<file path="src/logic/cpu_cfg.svh">
`ifndef CPU_CFG_SVH
`define CPU_CFG_SVH

// Bus widths
`define ADDR_N 16
`define DATA_N 8

// First opcode fetch after reset
`define RESET_PC 16'h0200

// Flag positions in P, as on the 6502
`define STATUS_C 0
`define STATUS_Z 1
`define STATUS_V 6
`define STATUS_N 7

`endif

</file>
<file path="src/logic/cpu_pkg.sv">
`default_nettype none

`include "cpu_cfg.svh"

package cpu_pkg;

	typedef logic [`ADDR_N - 1:0] addr_t;
	typedef logic [`DATA_N - 1:0] data_t;

	typedef enum logic [2:0] {
		ALU_PASS_B,
		ALU_ADD,
		ALU_SUB,
		ALU_AND,
		ALU_OR,
		ALU_XOR,
		ALU_INC,
		ALU_DEC
	} alu_func_e;

	typedef enum logic [1:0] {SRC_A_A, SRC_A_X, SRC_A_Y, SRC_A_ZERO} src_a_e;
	typedef enum logic {SRC_B_IMM, SRC_B_A} src_b_e;
	typedef enum logic [1:0] {DST_NONE, DST_A, DST_X, DST_Y} dst_e;
	typedef enum logic [1:0] {MODE_IMPLIED, MODE_IMMEDIATE, MODE_ABSOLUTE, MODE_RELATIVE} mode_e;
	typedef enum logic [1:0] {KIND_ALU, KIND_STORE, KIND_JUMP, KIND_BRANCH} kind_e;

	typedef struct packed {
		logic n;
		logic v;
		logic z;
		logic c;
	} status_t;

	// Decoded instruction
	typedef struct packed {
		kind_e kind;
		mode_e mode;
		alu_func_e alu_func;
		src_a_e src_a;
		src_b_e src_b;
		dst_e dst;
		status_t upd;
		logic carry_set;
		logic carry_clr;
		src_a_e store_src;
		// Branch tests the flags in br_sel against br_val
		status_t br_sel;
		logic br_val;
	} ctrl_t;

	typedef struct packed {
		data_t res;
		status_t flags;
	} alu_res_t;

	// Memory request
	typedef struct packed {
		addr_t addr;
		data_t data;
		logic we;
	} bus_t;

endpackage

`default_nettype wire

</file>
<file path="src/logic/idec.sv">
`default_nettype none

module idec import cpu_pkg::*; (
	input wire data_t opcode_i,
	output ctrl_t ctrl_o
);

localparam status_t UPD_NONE = '{n: 1'b0, v: 1'b0, z: 1'b0, c: 1'b0};
localparam status_t UPD_NZ = '{n: 1'b1, v: 1'b0, z: 1'b1, c: 1'b0};
localparam status_t UPD_NZC = '{n: 1'b1, v: 1'b0, z: 1'b1, c: 1'b1};
localparam status_t UPD_NVZC = '{n: 1'b1, v: 1'b1, z: 1'b1, c: 1'b1};
localparam status_t SEL_Z = '{n: 1'b0, v: 1'b0, z: 1'b1, c: 1'b0};
localparam status_t SEL_C = '{n: 1'b0, v: 1'b0, z: 1'b0, c: 1'b1};

always_comb begin
	// Anything unknown runs as an implied NOP
	ctrl_o.kind = KIND_ALU;
	ctrl_o.mode = MODE_IMPLIED;
	ctrl_o.alu_func = ALU_PASS_B;
	ctrl_o.src_a = SRC_A_ZERO;
	ctrl_o.src_b = SRC_B_IMM;
	ctrl_o.dst = DST_NONE;
	ctrl_o.upd = UPD_NONE;
	ctrl_o.carry_set = 1'b0;
	ctrl_o.carry_clr = 1'b0;
	ctrl_o.store_src = SRC_A_A;
	ctrl_o.br_sel = SEL_Z;
	ctrl_o.br_val = 1'b0;

	case (opcode_i)
		// Immediate loads
		8'hA9, 8'hA2, 8'hA0: begin
			ctrl_o.mode = MODE_IMMEDIATE;
			ctrl_o.upd = UPD_NZ;
			ctrl_o.dst = (opcode_i == 8'hA9) ? DST_A : (opcode_i == 8'hA2) ? DST_X : DST_Y;
		end
		// ADC, SBC, AND, ORA, EOR, CMP
		8'h69, 8'hE9, 8'h29, 8'h09, 8'h49, 8'hC9: begin
			ctrl_o.mode = MODE_IMMEDIATE;
			ctrl_o.src_a = SRC_A_A;
			ctrl_o.dst = DST_A;
			ctrl_o.upd = UPD_NZ;
			case (opcode_i)
				8'h69: begin
					ctrl_o.alu_func = ALU_ADD;
					ctrl_o.upd = UPD_NVZC;
				end
				8'hE9: begin
					ctrl_o.alu_func = ALU_SUB;
					ctrl_o.upd = UPD_NVZC;
				end
				8'h29: ctrl_o.alu_func = ALU_AND;
				8'h09: ctrl_o.alu_func = ALU_OR;
				8'h49: ctrl_o.alu_func = ALU_XOR;
				default: begin
					// CMP subtracts with borrow cleared and keeps A
					ctrl_o.alu_func = ALU_SUB;
					ctrl_o.dst = DST_NONE;
					ctrl_o.upd = UPD_NZC;
					ctrl_o.carry_set = 1'b1;
				end
			endcase
		end
		// INX, INY, DEX, DEY
		8'hE8, 8'hC8, 8'hCA, 8'h88: begin
			ctrl_o.alu_func = (opcode_i == 8'hE8 || opcode_i == 8'hC8) ? ALU_INC : ALU_DEC;
			ctrl_o.src_a = (opcode_i == 8'hE8 || opcode_i == 8'hCA) ? SRC_A_X : SRC_A_Y;
			ctrl_o.dst = (opcode_i == 8'hE8 || opcode_i == 8'hCA) ? DST_X : DST_Y;
			ctrl_o.upd = UPD_NZ;
		end
		// TAX, TAY
		8'hAA, 8'hA8: begin
			ctrl_o.src_b = SRC_B_A;
			ctrl_o.dst = (opcode_i == 8'hAA) ? DST_X : DST_Y;
			ctrl_o.upd = UPD_NZ;
		end
		// TXA, TYA: OR with the zero operand of implied forms
		8'h8A, 8'h98: begin
			ctrl_o.alu_func = ALU_OR;
			ctrl_o.src_a = (opcode_i == 8'h8A) ? SRC_A_X : SRC_A_Y;
			ctrl_o.dst = DST_A;
			ctrl_o.upd = UPD_NZ;
		end
		8'h18: ctrl_o.carry_clr = 1'b1;
		8'h38: ctrl_o.carry_set = 1'b1;
		// Absolute stores
		8'h8D, 8'h8E, 8'h8C: begin
			ctrl_o.kind = KIND_STORE;
			ctrl_o.mode = MODE_ABSOLUTE;
			ctrl_o.store_src = (opcode_i == 8'h8D) ? SRC_A_A :
				(opcode_i == 8'h8E) ? SRC_A_X : SRC_A_Y;
		end
		8'h4C: begin
			ctrl_o.kind = KIND_JUMP;
			ctrl_o.mode = MODE_ABSOLUTE;
		end
		// BEQ, BNE, BCS, BCC
		8'hF0, 8'hD0, 8'hB0, 8'h90: begin
			ctrl_o.kind = KIND_BRANCH;
			ctrl_o.mode = MODE_RELATIVE;
			ctrl_o.br_sel = (opcode_i == 8'hF0 || opcode_i == 8'hD0) ? SEL_Z : SEL_C;
			ctrl_o.br_val = (opcode_i == 8'hF0 || opcode_i == 8'hB0);
		end
		default: ;
	endcase
end

endmodule

`default_nettype wire

</file>
<file path="src/logic/alu.sv">
`default_nettype none

`include "cpu_cfg.svh"

module alu import cpu_pkg::*; (
	input wire alu_func_e func_i,
	input wire data_t a_i,
	input wire data_t b_i,
	input wire carry_i,
	output alu_res_t res_o
);

data_t b_add;
data_t res;
logic [`DATA_N:0] sum;

// Shared adder, subtract is a plus inverted b plus carry
assign b_add = (func_i == ALU_SUB) ? ~b_i : b_i;
assign sum = {1'b0, a_i} + {1'b0, b_add} + {{`DATA_N{1'b0}}, carry_i};

always_comb begin
	case (func_i)
		ALU_PASS_B: res = b_i;
		ALU_ADD,
		ALU_SUB: res = sum[`DATA_N - 1:0];
		ALU_AND: res = a_i & b_i;
		ALU_OR: res = a_i | b_i;
		ALU_XOR: res = a_i ^ b_i;
		ALU_INC: res = a_i + 1'b1;
		ALU_DEC: res = a_i - 1'b1;
		default: res = b_i;
	endcase
end

always_comb begin
	res_o.res = res;
	res_o.flags.n = res[`DATA_N - 1];
	res_o.flags.z = (res == '0);
	// Signed overflow: like signs in, other sign out
	res_o.flags.v = (a_i[`DATA_N - 1] == b_add[`DATA_N - 1]) &&
		(sum[`DATA_N - 1] != a_i[`DATA_N - 1]);
	res_o.flags.c = sum[`DATA_N];
end

endmodule

`default_nettype wire

</file>
<file path="src/logic/arch_regs.sv">
`default_nettype none

`include "cpu_cfg.svh"

module arch_regs import cpu_pkg::*; (
	input wire clk_i,
	input wire rst_n_i,
	input wire ctrl_t ctrl_i,
	input wire exec_i,
	input wire data_t imm_i,
	input wire alu_res_t res_i,
	output data_t a_o,
	output data_t b_o,
	output status_t status_o,
	output data_t store_o
);

data_t acc_q, x_q, y_q, p_q;
status_t flags;

function automatic data_t pick(input src_a_e sel, input data_t acc, input data_t x,
		input data_t y);
	case (sel)
		SRC_A_A: pick = acc;
		SRC_A_X: pick = x;
		SRC_A_Y: pick = y;
		default: pick = '0;
	endcase
endfunction

assign a_o = pick(ctrl_i.src_a, acc_q, x_q, y_q);
assign b_o = (ctrl_i.src_b == SRC_B_A) ? acc_q : imm_i;
assign store_o = pick(ctrl_i.store_src, acc_q, x_q, y_q);

// Carry seen by the ALU and the merge, with SEC/CLC/CMP override
always_comb begin
	flags.n = p_q[`STATUS_N];
	flags.v = p_q[`STATUS_V];
	flags.z = p_q[`STATUS_Z];
	flags.c = (p_q[`STATUS_C] | ctrl_i.carry_set) & ~ctrl_i.carry_clr;
end

assign status_o = flags;

always_ff @(posedge clk_i) begin
	if (!rst_n_i) begin
		acc_q <= '0;
		x_q <= '0;
		y_q <= '0;
		p_q <= '0;
	end else if (exec_i) begin
		case (ctrl_i.dst)
			DST_A: acc_q <= res_i.res;
			DST_X: x_q <= res_i.res;
			DST_Y: y_q <= res_i.res;
			default: ;
		endcase
		p_q[`STATUS_N] <= ctrl_i.upd.n ? res_i.flags.n : flags.n;
		p_q[`STATUS_V] <= ctrl_i.upd.v ? res_i.flags.v : flags.v;
		p_q[`STATUS_Z] <= ctrl_i.upd.z ? res_i.flags.z : flags.z;
		p_q[`STATUS_C] <= ctrl_i.upd.c ? res_i.flags.c : flags.c;
	end
end

endmodule

`default_nettype wire

</file>
<file path="src/logic/sequencer.sv">
`default_nettype none

`include "cpu_cfg.svh"

module sequencer import cpu_pkg::*; (
	input wire clk_i,
	input wire rst_n_i,
	input wire ctrl_t ctrl_i,
	input wire status_t status_i,
	input wire data_t store_i,
	input wire data_t data_i,
	output data_t opcode_o,
	output data_t imm_o,
	output logic exec_o,
	output bus_t bus_o,
	output logic dbg_o
);

typedef enum logic [1:0] {FETCH, OPER_LO, OPER_HI, WRITE} state_e;

state_e state_q;
addr_t pc_q;
addr_t pc_inc;
addr_t br_target;
data_t opcode_q, lo_q, hi_q;
logic taken;

assign pc_inc = pc_q + 1'b1;
// Offset is relative to the byte after the branch
assign br_target = pc_inc + {{(`ADDR_N - `DATA_N){data_i[`DATA_N - 1]}}, data_i};
assign taken = ((|(status_i & ctrl_i.br_sel)) == ctrl_i.br_val);

always_ff @(posedge clk_i) begin
	if (!rst_n_i) begin
		state_q <= FETCH;
		pc_q <= `RESET_PC;
	end else begin
		case (state_q)
			FETCH: begin
				pc_q <= pc_inc;
				state_q <= OPER_LO;
			end
			OPER_LO: begin
				case (ctrl_i.kind)
					KIND_ALU: begin
						if (ctrl_i.mode == MODE_IMMEDIATE) begin
							pc_q <= pc_inc;
						end
						state_q <= FETCH;
					end
					KIND_BRANCH: begin
						pc_q <= taken ? br_target : pc_inc;
						state_q <= FETCH;
					end
					default: begin
						pc_q <= pc_inc;
						state_q <= OPER_HI;
					end
				endcase
			end
			OPER_HI: begin
				if (ctrl_i.kind == KIND_JUMP) begin
					pc_q <= {data_i, lo_q};
					state_q <= FETCH;
				end else begin
					pc_q <= pc_inc;
					state_q <= WRITE;
				end
			end
			default: state_q <= FETCH;
		endcase
	end
end

// Opcode and address byte latches
always_ff @(posedge clk_i) begin
	if (state_q == FETCH) begin
		opcode_q <= data_i;
	end
	if (state_q == OPER_LO) begin
		lo_q <= data_i;
	end
	if (state_q == OPER_HI) begin
		hi_q <= data_i;
	end
end

assign opcode_o = opcode_q;
// Implied forms see a zero operand
assign imm_o = (ctrl_i.mode == MODE_IMMEDIATE) ? data_i : '0;
assign exec_o = (state_q == OPER_LO) && (ctrl_i.kind == KIND_ALU);
// Strobe held low through reset
assign dbg_o = rst_n_i && (state_q == FETCH);

always_comb begin
	bus_o.addr = (state_q == WRITE) ? {hi_q, lo_q} : pc_q;
	bus_o.data = store_i;
	bus_o.we = (state_q == WRITE);
end

endmodule

`default_nettype wire

</file>
<file path="src/logic/cpu.sv">
`default_nettype none

module cpu import cpu_pkg::*; (
	input wire clk_i,
	input wire rst_n_i,
	input wire data_t data_i,
	output addr_t addr_o,
	output data_t data_o,
	output logic we_o,
	output logic dbg_o
);

ctrl_t ctrl;
data_t opcode;
data_t imm;
data_t opnd_a, opnd_b;
data_t store_val;
status_t status;
alu_res_t alu_res;
logic exec;
bus_t bus;

idec idec0 (
	.opcode_i(opcode),
	.ctrl_o(ctrl)
);

alu alu0 (
	.func_i(ctrl.alu_func),
	.a_i(opnd_a),
	.b_i(opnd_b),
	.carry_i(status.c),
	.res_o(alu_res)
);

arch_regs regs0 (
	.clk_i(clk_i),
	.rst_n_i(rst_n_i),
	.ctrl_i(ctrl),
	.exec_i(exec),
	.imm_i(imm),
	.res_i(alu_res),
	.a_o(opnd_a),
	.b_o(opnd_b),
	.status_o(status),
	.store_o(store_val)
);

sequencer seq0 (
	.clk_i(clk_i),
	.rst_n_i(rst_n_i),
	.ctrl_i(ctrl),
	.status_i(status),
	.store_i(store_val),
	.data_i(data_i),
	.opcode_o(opcode),
	.imm_o(imm),
	.exec_o(exec),
	.bus_o(bus),
	.dbg_o(dbg_o)
);

// Memory pins
assign addr_o = bus.addr;
assign data_o = bus.data;
assign we_o = bus.we;

endmodule

`default_nettype wire

</file>
<file path="config.mk">
export PLATFORM = sky130hd
export DESIGN_NAME = cpu
export DESIGN_NICKNAME = d
export VERILOG_FILES = /design/src/logic/cpu_pkg.sv /design/src/logic/idec.sv /design/src/logic/alu.sv /design/src/logic/arch_regs.sv /design/src/logic/sequencer.sv /design/src/logic/cpu.sv
export VERILOG_INCLUDE_DIRS = /design/src /design/src/logic
export SDC_FILE = /design/constraint.sdc
export NUM_CORES = 1
export LEC_CHECK = 0
export BUFFER_PORTS_ARGS = -buffer_cell sky130_fd_sc_hd__buf_2
export CORE_MARGIN = 5
export CORE_UTILIZATION = 52
export CTS_CLUSTER_SIZE = 12
export DETAILED_ROUTE_END_ITERATION = 12
export GPL_TIMING_DRIVEN = 0
export MAX_ROUTING_LAYER = met4
export PLACE_DENSITY = 0.72
export SKIP_CTS_REPAIR_TIMING = 1
export SLEW_MARGIN = 30
export SYNTH_ARGS = -nofsm -noshare
export SYNTH_HDL_FRONTEND = slang
export SYNTH_SLANG_ARGS = --single-unit
export TNS_END_PERCENT = 1
</file>
<file path="constraint.sdc">
create_clock -name clk_i -period 5.9 [get_ports clk_i]
set_clock_uncertainty 0.2 [all_clocks]
set_input_delay 0.295 -clock clk_i [delete_from_list [all_inputs] [get_ports clk_i]]
set_output_delay 0.295 -clock clk_i [all_outputs]
set_load 0.03 [all_outputs]
</file>
==> results_tabular.tex, run 1 <==
\begin{tabular}{lr}
\hline
Metric & Value \\
\hline
\multicolumn{2}{l}{\textbf{Status}} \\
Outcome & finished, final reports clean \\
\multicolumn{2}{l}{\textbf{Worst setup path}} \\
Register-to-register setup slack & 0.63 ns \\
Arrival time worst endpoint & 5.35 ns \\
Setup crit end & regs0.p\_q[1] \\
FF-to-FF path depth & 15 \\
Worst setup path startpoint & seq0.opcode\_o[4] \\
Launch instance of the worst register-to-register path & seq0.opcode\_o[4] \\
Element type at the critical path end & flip-flop \\
Highest fanout seen on the critical path & 10 \\
Crit Path Class & reg -> reg \\
Required time at the worst-slack endpoint & 5.98 ns \\
Endpoint of the worst-slack reg-to-reg timing path & regs0.p\_q[1] \\
Worst setup SP type & flip-flop \\
\multicolumn{2}{l}{\textbf{Synth}} \\
Share of synthesized area occupied by flip-flops and latches & 0.243 \\
Cells after Synth & 817 \\
Post-Synthesis Cell Area & 6590 µm² \\
Dominant cell by count in the synthesized netlist & sky130\_fd\_sc\_hd\_\_nand2\_1 \\
Share of synthesized flip-flops with an asynchronous set or reset & 0 \\
Number of flops mapped to enable cells by yosys & 24 \\
Number of register bits inferred by synthesis & 68 \\
Cells taking the most area after synthesis & sky130\_fd\_sc\_hd\_\_dfxtp\_1 (13\%), sky130\_fd\_sc\_hd\_\_edfxtp\_1 (11\%), sky130\_fd\_sc\_hd\_\_ha\_1 (10\%) \\
Prevailing post-synth register cell & sky130\_fd\_sc\_hd\_\_dfxtp\_1 \\
Synth Net Count & 884 \\
Cell type with the largest total area after synthesis & sky130\_fd\_sc\_hd\_\_dfxtp\_1 \\
Netlist cell types & 84 \\
Share of the synthesized area in the top cell type & 0.134 \\
Avg Inst Size Synth & 8.07 µm² \\
Yosys warns & 0 \\
Commonest cells in the synthesized netlist & sky130\_fd\_sc\_hd\_\_nand2\_1 (83), sky130\_fd\_sc\_hd\_\_nor2\_1 (70), sky130\_fd\_sc\_hd\_\_ha\_1 (53), sky130\_fd\_sc\_hd\_\_inv\_1 (51), sky130\_fd\_sc\_hd\_\_o21ai\_0 (48) \\
\multicolumn{2}{l}{\textbf{Global route}} \\
Initial antenna violation count & 0 \\
Remaining global-route overflow & 0 \\
Total global routing track utilization & 0.285 \\
Pin count of the biggest net entering global routing & 16 \\
First-pass GRT wire length & 32,300 µm \\
Number of global-route vias before repair & 6,148 \\
\multicolumn{2}{l}{\textbf{Clock tree}} \\
Number of buffers inserted during clock tree synthesis & 9 \\
Sinks on Clock Net & 68 \\
H-tree levels & 3 \\
CTS root buffer & sky130\_fd\_sc\_hd\_\_clkbuf\_16 \\
Clk\_lat worst skew & 0.33 ns \\
Clock edge transition at the registers on the reported setup and hold paths & 0.05 ns \\
Number of buffers on the longest clock path & 2 \\
CTS tree & yes \\
\multicolumn{2}{l}{\textbf{Finish}} \\
Share of final-layout standard cells stronger than drive strength 1 & 0.130 \\
Fin area & 7290 µm² \\
Register Area & 1600 µm² \\
Fillers & 1,219 \\
Number of antenna diodes & 0 \\
Net count of the finished layout & 930 \\
Area growth, synth to finish & 10.5\% \\
Multi-input logic area & 4630 µm² \\
\multicolumn{2}{l}{\textbf{Placement}} \\
Gp weighted congestion & 0.974 \\
Count of buffers inserted at the top-level ports & 35 \\
Pre-CTS setup slack & 0.798 ns \\
Half-perimeter wire length after detailed placement & 15,500 µm \\
Area after detailed placement & 7000 µm² \\
\multicolumn{2}{l}{\textbf{STA}} \\
Pin slew with the least headroom to its limit & 0.930 ns \\
Max Clk Rate & 190 MHz \\
Setup TNS & 0 ns \\
Fin crit period & 5.27 ns \\
Relative slew slack & 0.375 \\
Count of final hold-check violations & 0 \\
Setup repair after global routing missed its margin & no \\
Final setup viols & 0 \\
Worst hold slack after final layout & 0.111 ns \\
Final cycle utilization of the critical path & 0.894 \\
Final-report max-slew violation count & 0 \\
Final Worst Setup Slack & 0.628 ns \\
\multicolumn{2}{l}{\textbf{Worst hold path}} \\
Hold crit path type & in -> reg \\
\multicolumn{2}{l}{\textbf{Power and ir drop}} \\
Clock power frac & 0.360 \\
Power Dens Cells & 198 nW/µm² \\
P\_leak & 3.01 nW \\
Sequential share of power & 0.372 \\
Net switching share of the total power & 0.328 \\
Comb pwr share & 0.268 \\
Worst ir drop on vdd & 0.000140 V \\
Int Power & 0.969 mW \\
Switching pwr & 0.472 mW \\
Sum of internal, switching and leakage power & 1.44 mW \\
\multicolumn{2}{l}{\textbf{Floorplanning}} \\
X dimension of the die & 123 µm \\
Starting density of the core & 0.527 \\
Core area & 12,500 µm² \\
Num ports & 36 \\
Number of cell rows & 41 \\
Die height & 123 µm \\
Die outline area & 15,000 µm² \\
\multicolumn{2}{l}{\textbf{Route}} \\
Residual DRC count & 0 \\
Pre-Repair DR Iteration Count & 6 \\
Antenna Violating Nets Remaining & 0 \\
DR WL/cell & 19.7 µm \\
Final wirelength & 20,500 µm \\
Number of vias per cell & 6.23 \\
DR iter-0 viols & 492 \\
Routed via count & 6,480 \\
\multicolumn{2}{l}{\textbf{Job}} \\
Maximum capacitance violations & 0 \\
\hline
\end{tabular}
[metal layers]
layer	GRT usage	vias up	part of all wire	wire, µm
li1	-	3086	-	-
met3	0.0272	64	0.074	1530
met4	0.134	0	0.043	873
met5	-	-	0	0
met2	0.464	316	0.47	9710
met1	0.359	3014	0.41	8410
[layout make-up]
| type | instances | share of cell area |
|---|---|---|
| inverters | 51 | 0.0263 |
| well taps | 172 | 0.0295 |
| clock inverters | 6 | 0.00755 |
| flip-flops and latches | 68 | 0.220 |
| repair buffers | 35 | 0.0240 |
| multi-input cells | 655 | 0.635 |
| clock buffers | 10 | 0.0314 |
| plain buffers | 43 | 0.0264 |
[cells by family after synthesis]
| family | share of synthesized area |
|---|---|
| xor gates and xnor gates | 0.0545 |
| muxes | 0.0514 |
| AOI/OAI and AO/OA | 0.238 |
| DFF | 0.243 |
| and+or+nand+nor | 0.242 |
| adders and majority gates | 0.113 |
| buffers and inverters | 0.0583 |
[registers in the layout, indices dropped and copies added (netlist names)]
signal,flops
seq0.pc_q,16
regs0.x_q,8
seq0.state_q,2
regs0.y_q,8
seq0.opcode_o,8
regs0.p_q,2
regs0.acc_q,8
seq0.hi_q,8
seq0.lo_q,8
[stage by stage]
| step | util | instances |
|---|---|---|
| 4_1_cts | 0.582 | 1040 |
| 3_5_place_dp | 0.559 | 1024 |
| 2_1_floorplan | - | 817 |
| 5_1_grt | 0.582 | 1040 |
| 3_3_place_gp | 0.558 | 1024 |
| 6_report | 0.582 | 1040 |
[layout by cell type, fill, tap and decap left out, types with 15 or more instances in the layout]
master,netlist,layout
sky130_fd_sc_hd__nand2_1,83,83
sky130_fd_sc_hd__nor2_1,70,70
sky130_fd_sc_hd__ha_1,53,53
sky130_fd_sc_hd__inv_1,51,51
sky130_fd_sc_hd__buf_2,14,49
sky130_fd_sc_hd__o21ai_0,48,48
sky130_fd_sc_hd__dfxtp_1,44,44
sky130_fd_sc_hd__a21oi_1,40,40
sky130_fd_sc_hd__clkbuf_1,25,26
sky130_fd_sc_hd__edfxtp_1,24,24
sky130_fd_sc_hd__nand3_1,23,23
sky130_fd_sc_hd__xor2_1,21,21
sky130_fd_sc_hd__nor3_1,22,21
sky130_fd_sc_hd__a22oi_1,20,20
sky130_fd_sc_hd__xnor2_1,20,20
sky130_fd_sc_hd__mux2i_1,17,17
sky130_fd_sc_hd__mux2_2,15,15
[power by group through the flow]
stage	Clock (mW)	Combinational, mW	Sequential [mW]
after floorplan	0	0.280	0.535
after global placement	0	0.373	0.543
after detailed placement	0	0.377	0.544
after CTS	0.524	0.379	0.535
after global routing	0.545	0.419	0.538
final	0.518	0.387	0.536
[critical path: stages (launching register included)]
cell                       delay (ns)
sky130_fd_sc_hd__edfxtp_1        0.40
sky130_fd_sc_hd__buf_2           0.21
sky130_fd_sc_hd__nor3b_2         0.46
sky130_fd_sc_hd__nand4_1         0.68
sky130_fd_sc_hd__o211ai_1        0.41
sky130_fd_sc_hd__o21ai_0         0.21
sky130_fd_sc_hd__fa_1            0.46
sky130_fd_sc_hd__fa_1            0.42
sky130_fd_sc_hd__nand2b_1        0.20
sky130_fd_sc_hd__a21oi_1         0.16
sky130_fd_sc_hd__o22ai_1         0.14
sky130_fd_sc_hd__xnor2_1         0.15
sky130_fd_sc_hd__a221o_1         0.30
sky130_fd_sc_hd__o22ai_1         0.37
sky130_fd_sc_hd__and4_1          0.29
sky130_fd_sc_hd__a31o_2          0.16
[how the worst min path moves through the flow]
stage / startpoint / end / slack (ns) / cells after the start
2_1_floorplan: data_i[0] / seq0.hi_q[0] / 0.19 / 0
3_3_place_gp: regs0.x_q[6] / regs0.x_q[6] / 0.26 / 2
3_5_place_dp: regs0.x_q[6] / regs0.x_q[6] / 0.27 / 2
4_1_cts: data_i[6] / seq0.hi_q[6] / 0.09 / 1
5_1_grt: data_i[0] / seq0.hi_q[0] / 0.11 / 1
6_report: data_i[6] / seq0.hi_q[6] / 0.11 / 1
(Power assumes the default switching activity.)
==> run 2, diff against run 1 <==
RECOVER_POWER = 50   (was default)
==> results_tabular.tex, run 2 (synthesized netlist as in run 1, its figures left out) <==
\begin{tabular}{lr}
\hline
Metric & Value \\
\hline
\multicolumn{2}{l}{\textbf{Clock tree}} \\
CTS root buffer & sky130\_fd\_sc\_hd\_\_clkbuf\_16 \\
Clk\_lat worst skew & 0.33 ns (about the same) \\
Number of buffers inserted during clock tree synthesis & 9 (unchanged) \\
Clock edge transition at the registers on the reported setup and hold paths & 0.05 ns (about the same) \\
Sinks on Clock Net & 68 (unchanged) \\
CTS tree & yes \\
H-tree levels & 3 (unchanged) \\
Number of buffers on the longest clock path & 2 (unchanged) \\
\multicolumn{2}{l}{\textbf{Route}} \\
Final wirelength & 20,500 µm (-0.27\%) \\
Residual DRC count & 0 (unchanged) \\
DR iter-0 viols & 510 (+3.7\%) \\
Pre-Repair DR Iteration Count & 5 (-1) \\
Antenna Violating Nets Remaining & 0 (unchanged) \\
Number of vias per cell & 6.26 (+0.43\%) \\
Routed via count & 6,508 (+0.43\%) \\
DR WL/cell & 19.7 µm (-0.27\%) \\
\multicolumn{2}{l}{\textbf{Worst hold path}} \\
Hold crit path type & in -> reg \\
Worst hold path endpoint & seq0.pc\_q[13] \\
Number of cells traversed by the worst hold path & 3 (+2) \\
Launch point of the worst hold path & rst\_n\_i \\
\multicolumn{2}{l}{\textbf{Worst setup path}} \\
Required time at the worst-slack endpoint & 5.98 ns (about the same) \\
Crit Path Class & reg -> reg \\
Worst setup SP type & flip-flop \\
Arrival time worst endpoint & 5.31 ns (-0.04 ns) \\
Launch instance of the worst register-to-register path & seq0.opcode\_o[4] \\
Element type at the critical path end & flip-flop \\
Endpoint of the worst-slack reg-to-reg timing path & regs0.p\_q[1] \\
Register-to-register setup slack & 0.67 ns (+0.05 ns) \\
FF-to-FF path depth & 15 (unchanged) \\
Highest fanout seen on the critical path & 10 (unchanged) \\
\multicolumn{2}{l}{\textbf{Finish}} \\
Fillers & 1,229 (+0.82\%) \\
Number of antenna diodes & 0 (unchanged) \\
Most used cells in the layout excluding fill and tap cells & sky130\_fd\_sc\_hd\_\_nand2\_1 (83), sky130\_fd\_sc\_hd\_\_nor2\_1 (70), sky130\_fd\_sc\_hd\_\_ha\_1 (53) \\
Fin area & 7260 µm² (-0.31\%) \\
Multi-input logic area & 4630 µm² (unchanged) \\
Register Area & 1600 µm² (unchanged) \\
Final std cells w/o fill & 1,040 (unchanged) \\
Largest register FFs & 16 (unchanged) \\
Top register by number of flip-flops & seq0.pc\_q \\
Area growth, synth to finish & 10.2\% \\
Most common library cell in the layout ignoring fill and taps & sky130\_fd\_sc\_hd\_\_nand2\_1 \\
Net count of the finished layout & 930 (unchanged) \\
Share of final-layout standard cells stronger than drive strength 1 & 0.108 (-0.0219) \\
\multicolumn{2}{l}{\textbf{STA}} \\
Final-report max-slew violation count & 0 (unchanged) \\
Fin crit period & 5.23 ns (-0.0468 ns) \\
Final cycle utilization of the critical path & 0.886 (-0.00794) \\
Setup TNS & 0 ns (unchanged) \\
Relative slew slack & 0.369 (-0.00632) \\
Worst hold slack after final layout & 0.208 ns (+0.0966 ns) \\
Setup repair after global routing missed its margin & no \\
Count of final hold-check violations & 0 (unchanged) \\
Final setup viols & 0 (unchanged) \\
Pin slew with the least headroom to its limit & 0.940 ns (+0.00940 ns) \\
Max Clk Rate & 191 MHz (+0.90\%) \\
\multicolumn{2}{l}{\textbf{Placement}} \\
Half-perimeter wire length after detailed placement & 15,500 µm (unchanged) \\
Count of placed standard cells including taps & 1,024 (unchanged) \\
Count of buffers inserted at the top-level ports & 35 (unchanged) \\
Gp weighted congestion & 0.974 (unchanged) \\
Area after detailed placement & 7000 µm² (unchanged) \\
\multicolumn{2}{l}{\textbf{Power and ir drop}} \\
Sequential share of power & 0.372 (about the same) \\
Net switching share of the total power & 0.329 (+0.00195) \\
Sum of internal, switching and leakage power & 1.44 mW (about the same) \\
Switching pwr & 0.475 mW (+0.59\%) \\
Worst ir drop on vdd & 0.000141 V (+0.28\%) \\
Int Power & 0.966 mW (-0.29\%) \\
Comb pwr share & 0.266 (-0.002) \\
Power Dens Cells & 198 nW/µm² (+0.31\%) \\
Clock power frac & 0.362 (+0.002) \\
P\_leak & 2.95 nW (-1.9\%) \\
\multicolumn{2}{l}{\textbf{Floorplanning}} \\
Die height & 123 µm (unchanged) \\
Number of cell rows & 41 (unchanged) \\
Starting density of the core & 0.527 (unchanged) \\
Core area & 12,500 µm² (unchanged) \\
X dimension of the die & 123 µm (unchanged) \\
Num ports & 36 (unchanged) \\
Die outline area & 15,000 µm² (unchanged) \\
\multicolumn{2}{l}{\textbf{Global route}} \\
Pin count of the biggest net entering global routing & 16 (unchanged) \\
First-pass GRT wire length & 32,300 µm (unchanged) \\
Number of global-route vias before repair & 6,148 (unchanged) \\
Remaining global-route overflow & 0 (unchanged) \\
Total global routing track utilization & 0.285 (unchanged) \\
Initial antenna violation count & 0 (unchanged) \\
\multicolumn{2}{l}{\textbf{Status}} \\
Outcome & finished, final reports clean \\
\multicolumn{2}{l}{\textbf{Job}} \\
Maximum capacitance violations & 0 (unchanged) \\
\hline
\end{tabular}
## run 2: layer usage
layer,up-vias,GRT usage,share of wire
met2,321,0.464,0.47
met4,0,0.134,0.043
li1,3089,-,-
met1,3032,0.359,0.42
met5,-,-,0
met3,66,0.0272,0.070
## run 2: metrics by stage
stage,setup slack (ns),util
floorplan,1.73,-
global placement,0.875,0.558
detailed placement,0.798,0.559
CTS,0.785,0.582
global route,0.417,0.580
finish,0.674,0.580
## run 2: layout make-up
cell class / instances / area share
Multi-Input combinational cell: 655 / 0.637
Clock inverter: 6 / 0.00758
Timing Repair Buffer: 35 / 0.0210
Buffer: 43 / 0.0265
Inverter: 51 / 0.0264
Clock buffer: 10 / 0.0315
Sequential cell: 68 / 0.220
Tap cell: 172 / 0.0296
## run 2: power by group through the flow
stage	combinational (mW)	clock [mW]	sequential, mW
global route	0.417	0.545	0.538
floorplan	0.280	0	0.535
finish	0.383	0.522	0.536
detailed placement	0.377	0	0.544
CTS	0.379	0.524	0.535
global placement	0.373	0	0.543
## run 2: worst max path at each step
stage / from / endpoint / slack, ns / cells past startpoint
after floorplan: seq0.opcode_o[4] / regs0.p_q[1] / 1.73 / 15
after global placement: seq0.opcode_o[4] / regs0.p_q[1] / 0.87 / 15
after detailed placement: seq0.opcode_o[4] / regs0.p_q[1] / 0.80 / 15
after CTS: seq0.opcode_o[4] / regs0.p_q[1] / 0.79 / 15
after global routing: seq0.opcode_o[4] / regs0.p_q[1] / 0.42 / 15
final: seq0.opcode_o[4] / regs0.p_q[1] / 0.67 / 15
## run 2: critical path, cell delays in order, from the launching register on
cell and delay [ns]:
sky130_fd_sc_hd__edfxtp_1 0.40, sky130_fd_sc_hd__buf_2 0.21, sky130_fd_sc_hd__nor3b_2 0.43, sky130_fd_sc_hd__nand4_1 0.67
sky130_fd_sc_hd__o211ai_1 0.40, sky130_fd_sc_hd__o21ai_0 0.21, sky130_fd_sc_hd__fa_1 0.46, sky130_fd_sc_hd__fa_1 0.41
sky130_fd_sc_hd__nand2b_1 0.20, sky130_fd_sc_hd__a21oi_1 0.16, sky130_fd_sc_hd__o22ai_1 0.14, sky130_fd_sc_hd__xnor2_1 0.15
sky130_fd_sc_hd__a221o_1 0.30, sky130_fd_sc_hd__o22ai_1 0.38, sky130_fd_sc_hd__and4_1 0.29, sky130_fd_sc_hd__a31o_2 0.16
